--- src/common/classifier_pkg.sv ---
package classifier_pkg;

    // pixel, weight and bias width
    parameter int DATA_W = 8;

    // accumulator width, enough for 256 inputs of 8x8 bit products
    parameter int ACC_W = 24;

    // default layer shape
    parameter int N_IN_DEFAULT  = 16;
    parameter int N_OUT_DEFAULT = 10;

    // table address width, up to 4096 weights
    parameter int ADDR_W = 12;

    // target table of a host write
    typedef enum logic [1:0] {
        SEL_WEIGHT = 2'd0,
        SEL_BIAS   = 2'd1,
        SEL_INPUT  = 2'd2
    } table_sel_t;

endpackage

--- src/common/host_cmd_pkg.sv ---
package host_cmd_pkg;

    // ascii command letters
    parameter logic [7:0] CMD_WEIGHT = 8'h57;
    parameter logic [7:0] CMD_BIAS   = 8'h42;
    parameter logic [7:0] CMD_INPUT  = 8'h58;

    // decoder states, one per table being loaded
    typedef enum logic [1:0] {
        ST_IDLE   = 2'd0,
        ST_WEIGHT = 2'd1,
        ST_BIAS   = 2'd2,
        ST_INPUT  = 2'd3
    } dec_state_t;

endpackage

--- src/common/load_if.sv ---
interface load_if;

    // one-cycle strobe per table write
    logic                              wr_en;
    classifier_pkg::table_sel_t        wr_sel;
    logic [classifier_pkg::ADDR_W-1:0] wr_addr;
    logic [classifier_pkg::DATA_W-1:0] wr_data;

    // run request, comes with the last input write
    logic                              start;

    modport producer (
        output wr_en, wr_sel, wr_addr, wr_data, start
    );

    modport consumer (
        input wr_en, wr_sel, wr_addr, wr_data, start
    );

endinterface

--- src/hdl/host_cmd_decoder.sv ---
module host_cmd_decoder #(
    parameter int N_IN  = classifier_pkg::N_IN_DEFAULT,
    parameter int N_OUT = classifier_pkg::N_OUT_DEFAULT
) (
    input  logic                              clk,
    input  logic                              reset,
    input  logic                              rx_valid,
    input  logic [classifier_pkg::DATA_W-1:0] rx_data,
    input  logic                              busy,
    load_if.producer                          load
);

    localparam int AW = classifier_pkg::ADDR_W;

    // last address of each table
    localparam logic [AW-1:0] LAST_WEIGHT = AW'(N_IN * N_OUT - 1);
    localparam logic [AW-1:0] LAST_BIAS   = AW'(N_OUT - 1);
    localparam logic [AW-1:0] LAST_INPUT  = AW'(N_IN - 1);

    host_cmd_pkg::dec_state_t   state;
    logic [AW-1:0]              count;
    logic                       accept;
    logic                       last_byte;
    classifier_pkg::table_sel_t sel;

    // drop bytes while a run is requested or in progress
    assign accept = rx_valid && !busy && !load.start;

    always_comb begin
        case (state)
            host_cmd_pkg::ST_WEIGHT: begin
                sel       = classifier_pkg::SEL_WEIGHT;
                last_byte = (count == LAST_WEIGHT);
            end
            host_cmd_pkg::ST_BIAS: begin
                sel       = classifier_pkg::SEL_BIAS;
                last_byte = (count == LAST_BIAS);
            end
            host_cmd_pkg::ST_INPUT: begin
                sel       = classifier_pkg::SEL_INPUT;
                last_byte = (count == LAST_INPUT);
            end
            default: begin
                sel       = classifier_pkg::SEL_WEIGHT;
                last_byte = 1'b0;
            end
        endcase
    end

    always_ff @(posedge clk or posedge reset) begin
        if (reset) begin
            state      <= host_cmd_pkg::ST_IDLE;
            count      <= '0;
            load.wr_en <= 1'b0;
            load.start <= 1'b0;
        end else begin
            load.wr_en <= 1'b0;
            load.start <= 1'b0;
            if (accept) begin
                if (state == host_cmd_pkg::ST_IDLE) begin
                    count <= '0;
                    case (rx_data)
                        host_cmd_pkg::CMD_WEIGHT: state <= host_cmd_pkg::ST_WEIGHT;
                        host_cmd_pkg::CMD_BIAS:   state <= host_cmd_pkg::ST_BIAS;
                        host_cmd_pkg::CMD_INPUT:  state <= host_cmd_pkg::ST_INPUT;
                        default:                  state <= host_cmd_pkg::ST_IDLE;
                    endcase
                end else begin
                    load.wr_en <= 1'b1;
                    if (last_byte) begin
                        state      <= host_cmd_pkg::ST_IDLE;
                        count      <= '0;
                        // the final input byte kicks off the layer
                        load.start <= (state == host_cmd_pkg::ST_INPUT);
                    end else begin
                        count <= count + 1'b1;
                    end
                end
            end
        end
    end

    // write payload
    always_ff @(posedge clk) begin
        if (accept && state != host_cmd_pkg::ST_IDLE) begin
            load.wr_sel  <= sel;
            load.wr_addr <= count;
            load.wr_data <= rx_data;
        end
    end

    a_start_with_input_write: assert property (
        @(posedge clk) disable iff (reset)
        load.start |-> load.wr_en && load.wr_sel == classifier_pkg::SEL_INPUT
    ) else $error("start without input write");

endmodule

--- src/fc_layer/fc_mac_engine.sv ---
module fc_mac_engine #(
    parameter int N_IN  = classifier_pkg::N_IN_DEFAULT,
    parameter int N_OUT = classifier_pkg::N_OUT_DEFAULT
) (
    input  logic                             clk,
    input  logic                             reset,
    load_if.consumer                         load,
    output logic                             busy,
    output logic                             score_valid,
    output logic [classifier_pkg::ACC_W-1:0] score
);

    localparam int DW    = classifier_pkg::DATA_W;
    localparam int AccW  = classifier_pkg::ACC_W;
    localparam int N_W   = N_IN * N_OUT;
    localparam int WA_W  = (N_W > 1) ? $clog2(N_W) : 1;
    localparam int IN_W  = (N_IN > 1) ? $clog2(N_IN) : 1;
    localparam int CLS_W = (N_OUT > 1) ? $clog2(N_OUT) : 1;

    logic [DW-1:0]    weight_mem [N_W];
    logic [DW-1:0]    input_mem  [N_IN];
    logic [IN_W-1:0]  in_idx;
    logic [CLS_W-1:0] cls_idx;
    logic [AccW-1:0]  acc;
    logic [AccW-1:0]  acc_next;
    logic [WA_W-1:0]  w_addr;
    logic [2*DW-1:0]  product;
    logic             running;
    logic             row_end;

    // weight and input tables
    always_ff @(posedge clk) begin
        if (load.wr_en && load.wr_sel == classifier_pkg::SEL_WEIGHT) begin
            weight_mem[load.wr_addr[WA_W-1:0]] <= load.wr_data;
        end
        if (load.wr_en && load.wr_sel == classifier_pkg::SEL_INPUT) begin
            input_mem[load.wr_addr[IN_W-1:0]] <= load.wr_data;
        end
    end

    // weights stored row by row, one row per class
    assign w_addr   = WA_W'(int'(cls_idx) * N_IN + int'(in_idx));
    assign product  = input_mem[in_idx] * weight_mem[w_addr];
    assign acc_next = acc + AccW'(product);
    assign row_end  = (in_idx == IN_W'(N_IN - 1));

    // stays high through the last score strobe
    assign busy = running || score_valid;

    always_ff @(posedge clk or posedge reset) begin
        if (reset) begin
            running     <= 1'b0;
            in_idx      <= '0;
            cls_idx     <= '0;
            score_valid <= 1'b0;
        end else begin
            score_valid <= 1'b0;
            if (load.start) begin
                running <= 1'b1;
                in_idx  <= '0;
                cls_idx <= '0;
            end else if (running) begin
                if (row_end) begin
                    score_valid <= 1'b1;
                    in_idx      <= '0;
                    if (cls_idx == CLS_W'(N_OUT - 1)) begin
                        running <= 1'b0;
                        cls_idx <= '0;
                    end else begin
                        cls_idx <= cls_idx + 1'b1;
                    end
                end else begin
                    in_idx <= in_idx + 1'b1;
                end
            end
        end
    end

    // one MAC per cycle
    always_ff @(posedge clk) begin
        if (load.start) begin
            acc <= '0;
        end else if (running) begin
            if (row_end) begin
                score <= acc_next;
                acc   <= '0;
            end else begin
                acc <= acc_next;
            end
        end
    end

    a_no_table_write_when_busy: assert property (
        @(posedge clk) disable iff (reset)
        (load.wr_en && load.wr_sel != classifier_pkg::SEL_BIAS) |-> !busy
    ) else $error("weight or input write during a run");

endmodule

--- src/fc_layer/score_argmax.sv ---
module score_argmax #(
    parameter int N_IN  = classifier_pkg::N_IN_DEFAULT,
    parameter int N_OUT = classifier_pkg::N_OUT_DEFAULT
) (
    input  logic                             clk,
    input  logic                             reset,
    load_if.consumer                         load,
    input  logic                             score_valid,
    input  logic [classifier_pkg::ACC_W-1:0] score,
    output logic [3:0]                       answer,
    output logic                             number_valid
);

    localparam int DW    = classifier_pkg::DATA_W;
    localparam int AccW  = classifier_pkg::ACC_W;
    localparam int CLS_W = (N_OUT > 1) ? $clog2(N_OUT) : 1;

    logic [DW-1:0]    bias_mem [N_OUT];
    logic [CLS_W-1:0] cls_cnt;
    logic [AccW-1:0]  sum;
    logic [AccW-1:0]  best_sum;
    logic [CLS_W-1:0] best_cls;
    logic [CLS_W-1:0] win_cls;
    logic             take;
    logic             last_cls;

    always_ff @(posedge clk) begin
        if (load.wr_en && load.wr_sel == classifier_pkg::SEL_BIAS) begin
            bias_mem[load.wr_addr[CLS_W-1:0]] <= load.wr_data;
        end
    end

    // bias zero-extended
    assign sum = score + AccW'(bias_mem[cls_cnt]);

    // strictly greater, so ties keep the lower class
    assign take     = (cls_cnt == '0) || (sum > best_sum);
    assign win_cls  = take ? cls_cnt : best_cls;
    assign last_cls = (cls_cnt == CLS_W'(N_OUT - 1));

    always_ff @(posedge clk or posedge reset) begin
        if (reset) begin
            cls_cnt      <= '0;
            answer       <= '0;
            number_valid <= 1'b0;
        end else if (load.start) begin
            cls_cnt      <= '0;
            answer       <= '0;
            number_valid <= 1'b0;
        end else if (score_valid) begin
            if (last_cls) begin
                cls_cnt      <= '0;
                answer       <= 4'(win_cls);
                number_valid <= 1'b1;
            end else begin
                cls_cnt <= cls_cnt + 1'b1;
            end
        end
    end

    // running maximum
    always_ff @(posedge clk) begin
        if (score_valid && take) begin
            best_sum <= sum;
            best_cls <= cls_cnt;
        end
    end

    a_no_score_after_result: assert property (
        @(posedge clk) disable iff (reset)
        score_valid |-> !number_valid
    ) else $error("score arrived after the result was posted");

endmodule

--- src/hdl/digit_classifier_top.sv ---
module digit_classifier_top #(
    parameter int N_IN  = classifier_pkg::N_IN_DEFAULT,
    parameter int N_OUT = classifier_pkg::N_OUT_DEFAULT
) (
    input  logic                              clk,
    input  logic                              reset,
    input  logic                              rx_valid,
    input  logic [classifier_pkg::DATA_W-1:0] rx_data,
    output logic [3:0]                        answer,
    output logic                              number_valid,
    output logic                              busy
);

    logic                             score_valid;
    logic [classifier_pkg::ACC_W-1:0] score;

    load_if load_bus ();

    host_cmd_decoder #(.N_IN(N_IN), .N_OUT(N_OUT)) u_decoder (
        .clk      (clk),
        .reset    (reset),
        .rx_valid (rx_valid),
        .rx_data  (rx_data),
        .busy     (busy),
        .load     (load_bus.producer)
    );

    fc_mac_engine #(.N_IN(N_IN), .N_OUT(N_OUT)) u_mac (
        .clk         (clk),
        .reset       (reset),
        .load        (load_bus.consumer),
        .busy        (busy),
        .score_valid (score_valid),
        .score       (score)
    );

    score_argmax #(.N_IN(N_IN), .N_OUT(N_OUT)) u_argmax (
        .clk          (clk),
        .reset        (reset),
        .load         (load_bus.consumer),
        .score_valid  (score_valid),
        .score        (score),
        .answer       (answer),
        .number_valid (number_valid)
    );

endmodule

--- config.mk ---
export PLATFORM = sky130hd
export DESIGN_NAME = digit_classifier_top
export DESIGN_NICKNAME = d
export VERILOG_FILES = /design/src/common/classifier_pkg.sv /design/src/common/host_cmd_pkg.sv /design/src/common/load_if.sv /design/src/hdl/host_cmd_decoder.sv /design/src/fc_layer/fc_mac_engine.sv /design/src/fc_layer/score_argmax.sv /design/src/hdl/digit_classifier_top.sv
export SDC_FILE = /design/constraint.sdc
export NUM_CORES = 2
export LEC_CHECK = 0
export ABC_AREA = 1
export BUFFER_PORTS_ARGS = -buffer_cell sky130_fd_sc_hd__buf_2
export CAP_MARGIN = 10
export CORE_UTILIZATION = 35
export CTS_BUF_LIST = sky130_fd_sc_hd__clkbuf_2
export CTS_CLUSTER_DIAMETER = 30
export DETAILED_ROUTE_END_ITERATION = 16
export PLACE_DENSITY_LB_ADDON = 0.08
export SLEW_MARGIN = 20
export SYNTH_ARGS = -nofsm -noshare
export SYNTH_HDL_FRONTEND = slang
export SYNTH_SLANG_ARGS = --single-unit
--- constraint.sdc ---
create_clock -name clk -period 12.2 [get_ports clk]
set_input_delay 3.05 -clock clk [delete_from_list [all_inputs] [get_ports clk]]
set_output_delay 3.05 -clock clk [all_outputs]
set_load 0.02 [all_outputs]
==> flow_summary.ini <==
[routing]
ant_nets = 0
drt_iter0_drc = 3826
routed_wl_mm = 216.5
drtPass1Iterations = 7
drt-vias-per-instance = 4.996
via_count = 46840
drc = 0
wire_per_inst_um = 23.09

[critical_path]
arrival_ps = 9660
path_class = flop to flop
cp.required_ps = 13660
crit_fanout = 83
max_stage_delay_ps = 970
endpoint_kind = flop
crit_path_top_delay_cell = dfrtp_4
cpMostUsedCell = nand2_1
critPathLaunchType = flop

[cts]
cts_tree = built
root_buffer = clkbuf_2
path_clk_slew_ps = 100
cts_sinks = 1617
clk_path_buf_depth = 4
htree_levels = 5
insertion_delay_ps = 1960
ctsResizeCount = 0
postCtsHoldBufs = 0
numCtsBuffers = 470
post_cts_buffers = 0

[grt]
grt_busiest_layer = met2
grt_use_met2_pct = 34.99
grt_max_degree = 187
grt_use_total_pct = 21.29
grt_pass1_wl_mm = 318.6
grt-ovfl-total = 0
grtUsageMet1_pct = 28.60
use_met3_pct = 3.788
grt_pass1_vias = 46980
antenna_found_initial = 11

[final_layout]
drive_above_1_share_pct = 12.80
final_cell_area_um2 = 76440
multi_input_area_um2 = 18450
fill_cells = 19680
layout_common_cells = 1,558 x edfxtp_1, 1,409 x nand2_1, 715 x nor2_1, 663 x clkbuf_2, 654 x nand3_1
area_growth_pct = 9.397
final_nets = 6514
final_common_cell = edfxtp_1
ff_latch_area_um2 = 48150

[timing]
clock.fmax_mhz = 122.1
period_needed_ps = 8191
slew_violations = 0
slew_headroom_pct = 15.51
rsz0062_at_grt = no
tightest_slew_ps = 1267
finalSetupTns_ps = 0
setup_viol = 0
fin_crit_sh_pct = 67.14
hold_viol = 0
skew_ps = 269.4

[flow_run]
drv_cap = 0

[power]
switching_share_pct = 25.20
p_seq_share_pct = 59.4
p_clk_share_pct = 38.4
comb_power_share_pct = 2.2
switchingPower_mw = 2.607
p_leak_nw = 28.54
power_mw = 10.34
cellPowerDensity_nw_per_um2 = 135.3
internal-power_mw = 7.737
irDropWorstVdd_mv = 0.07793

[logic_synthesis]
synth.distinct_cells = 51
synth_fp_nets = 6278
synth_cells = 6136
synth.area.mux_share_pct = 0
avgSynthCellArea_um2 = 11.39
synth_seq_area_share_pct = 68.90
ys_ff_latch = 1617
synth_fa_ha_area_share_pct = 2.894
synth_edf_count = 1558
ys_warn_count = 0
synth_top_family_by_area = simple AND/OR/NAND/NOR gates
syn_area_um2 = 69880
yosys.area_share.simple_pct = 16.96
ys.flop_type = edfxtp_1
synth_xor_xnor_area_share_pct = 0.5390
synth_compound_area_share_pct = 5.963
synth-async-reset-ratio_pct = 2.165

[placed_design]
place.gp.congestion = 0.8001
portBuffers = 16
dpl.hpwl_mm = 121.9
placed_area_um2 = 72260

[outcome]
status = finished clean

[floorplanning]
start_util_pct = 35.32
fp-row-count = 163
fp.dieH_um = 448.8
ios = 17
die_x_um = 448.8
die-area_um2 = 201400
core-area_um2 = 197800

[worst_hold_path]
hold_path_class = flop to flop
final timing paths:
| check | from | cells after the start | endpoint | slack, ps |
|---|---|---|---|---|
| worst max-delay path | u_mac.in_idx[0]$_DFFE_PP0P_ | 30 | u_mac.score[22]$_DFFE_PP_ | 4010 |
| worst min-delay path | u_decoder.count[5]$_DFFE_PP0P_ | 0 | u_decoder.load.wr_addr[5]$_DFFE_PP_ | 470 |
| worst max register to register | u_mac.in_idx[0]$_DFFE_PP0P_ | 30 | u_mac.score[22]$_DFFE_PP_ | 4010 |
| worst min register to register | u_decoder.count[5]$_DFFE_PP0P_ | 0 | u_decoder.load.wr_addr[5]$_DFFE_PP_ | 470 |
| max in group asynchronous | reset | 3 | u_mac.in_idx[2]$_DFFE_PP0P_ | 10190 |
| min in group asynchronous | reset | 3 | u_argmax.cls_cnt[2]$_DFFE_PP0P_ | 1350 |
sequential cells by signal (all words and copies together) (netlist names), 8 cells and up:
name                    flops
u_argmax.best_sum          24
u_argmax.bias_mem          80
u_decoder.count            12
u_decoder.load.wr_addr      8
u_decoder.load.wr_data      8
u_mac.acc                  24
u_mac.input_mem           128
u_mac.score                24
u_mac.weight_mem         1280
kinds of logic after synthesis:
logic type	Yosys count
AND/OR/NAND/NOR	2868
buffers and inverters	741
AO/OA/AOI/OAI	736
XOR/XNOR	43
adder cells (fa/ha/maj)	131
flip-flops	1617
area by class of cell:
type,count,area share [%]
Sequential cell,1617,62.99
Multi-Input combinational cell,3778,24.14
Clock buffer,663,4.341
Tap cell,2640,4.321
Inverter,412,2.048
Clock inverter,157,1.072
Timing Repair Buffer,93,1.041
Antenna cell,15,0.04910
Yosys cell counts, drive strengths merged, types with 3 or more instances:
master / number / area share [%]
xor2: 33 / 0.41
nor4: 5 / 0.054
edfxtp: 1558 / 67
nand3b: 6 / 0.064
nand3: 669 / 4.9
o221ai: 55 / 0.69
nor3: 13 / 0.093
clkinv: 3 / 0.016
nor2: 718 / 3.9
nand2: 1417 / 7.6
o22ai: 26 / 0.23
inv: 409 / 2.2
clkbuf: 96 / 0.52
nand4: 35 / 0.31
dfrtp: 35 / 1.3
dfxtp: 24 / 0.69
a21oi: 187 / 1.3
o21ai: 386 / 2.8
o211ai: 48 / 0.52
buf: 233 / 2.0
a21o: 8 / 0.086
a22o: 3 / 0.038
xnor2: 10 / 0.13
fa: 51 / 1.5
a211o: 12 / 0.15
ha: 80 / 1.4
metrics by stage:
stage	worst slack [ps]	util (%)	std cells	hold slack, ps
floorplan	6268	-	6136	424.9
global placement	4131	36.52	8540	451.3
detailed placement	4159	36.53	8540	437.9
CTS	3974	38.62	9360	463.1
global route	3517	38.64	9372	481.5
finish	4009	38.64	9375	468.0
layer usage:
layer	vias to the layer above	share of wire, %
met5	-	0.0060
met4	2	2.4
met3	369	5.5
met2	1348	48
met1	23030	44
li1	22090	-
critical path, delay by kind of cell, from the launching register on:
family	cells	cell delay [ps]
DFF	1	970
buffers and inverters	6	1670
and+or+nand+nor	17	2060
adders and majority gates	5	2340
AOI/OAI and AO/OA	2	560
power groups by stage:
stage | Sequential, mW | Clock, mW | Combinational [mW]
finish | 6.14 | 3.97 | 0.225
detailed placement | 6.27 | 0 | 0.230
global placement | 6.27 | 0 | 0.227
CTS | 6.14 | 4.12 | 0.230
floorplan | 6.30 | 0 | 0.0804
global route | 6.15 | 4.41 | 0.248
Power figures use the tool's default switching activity.
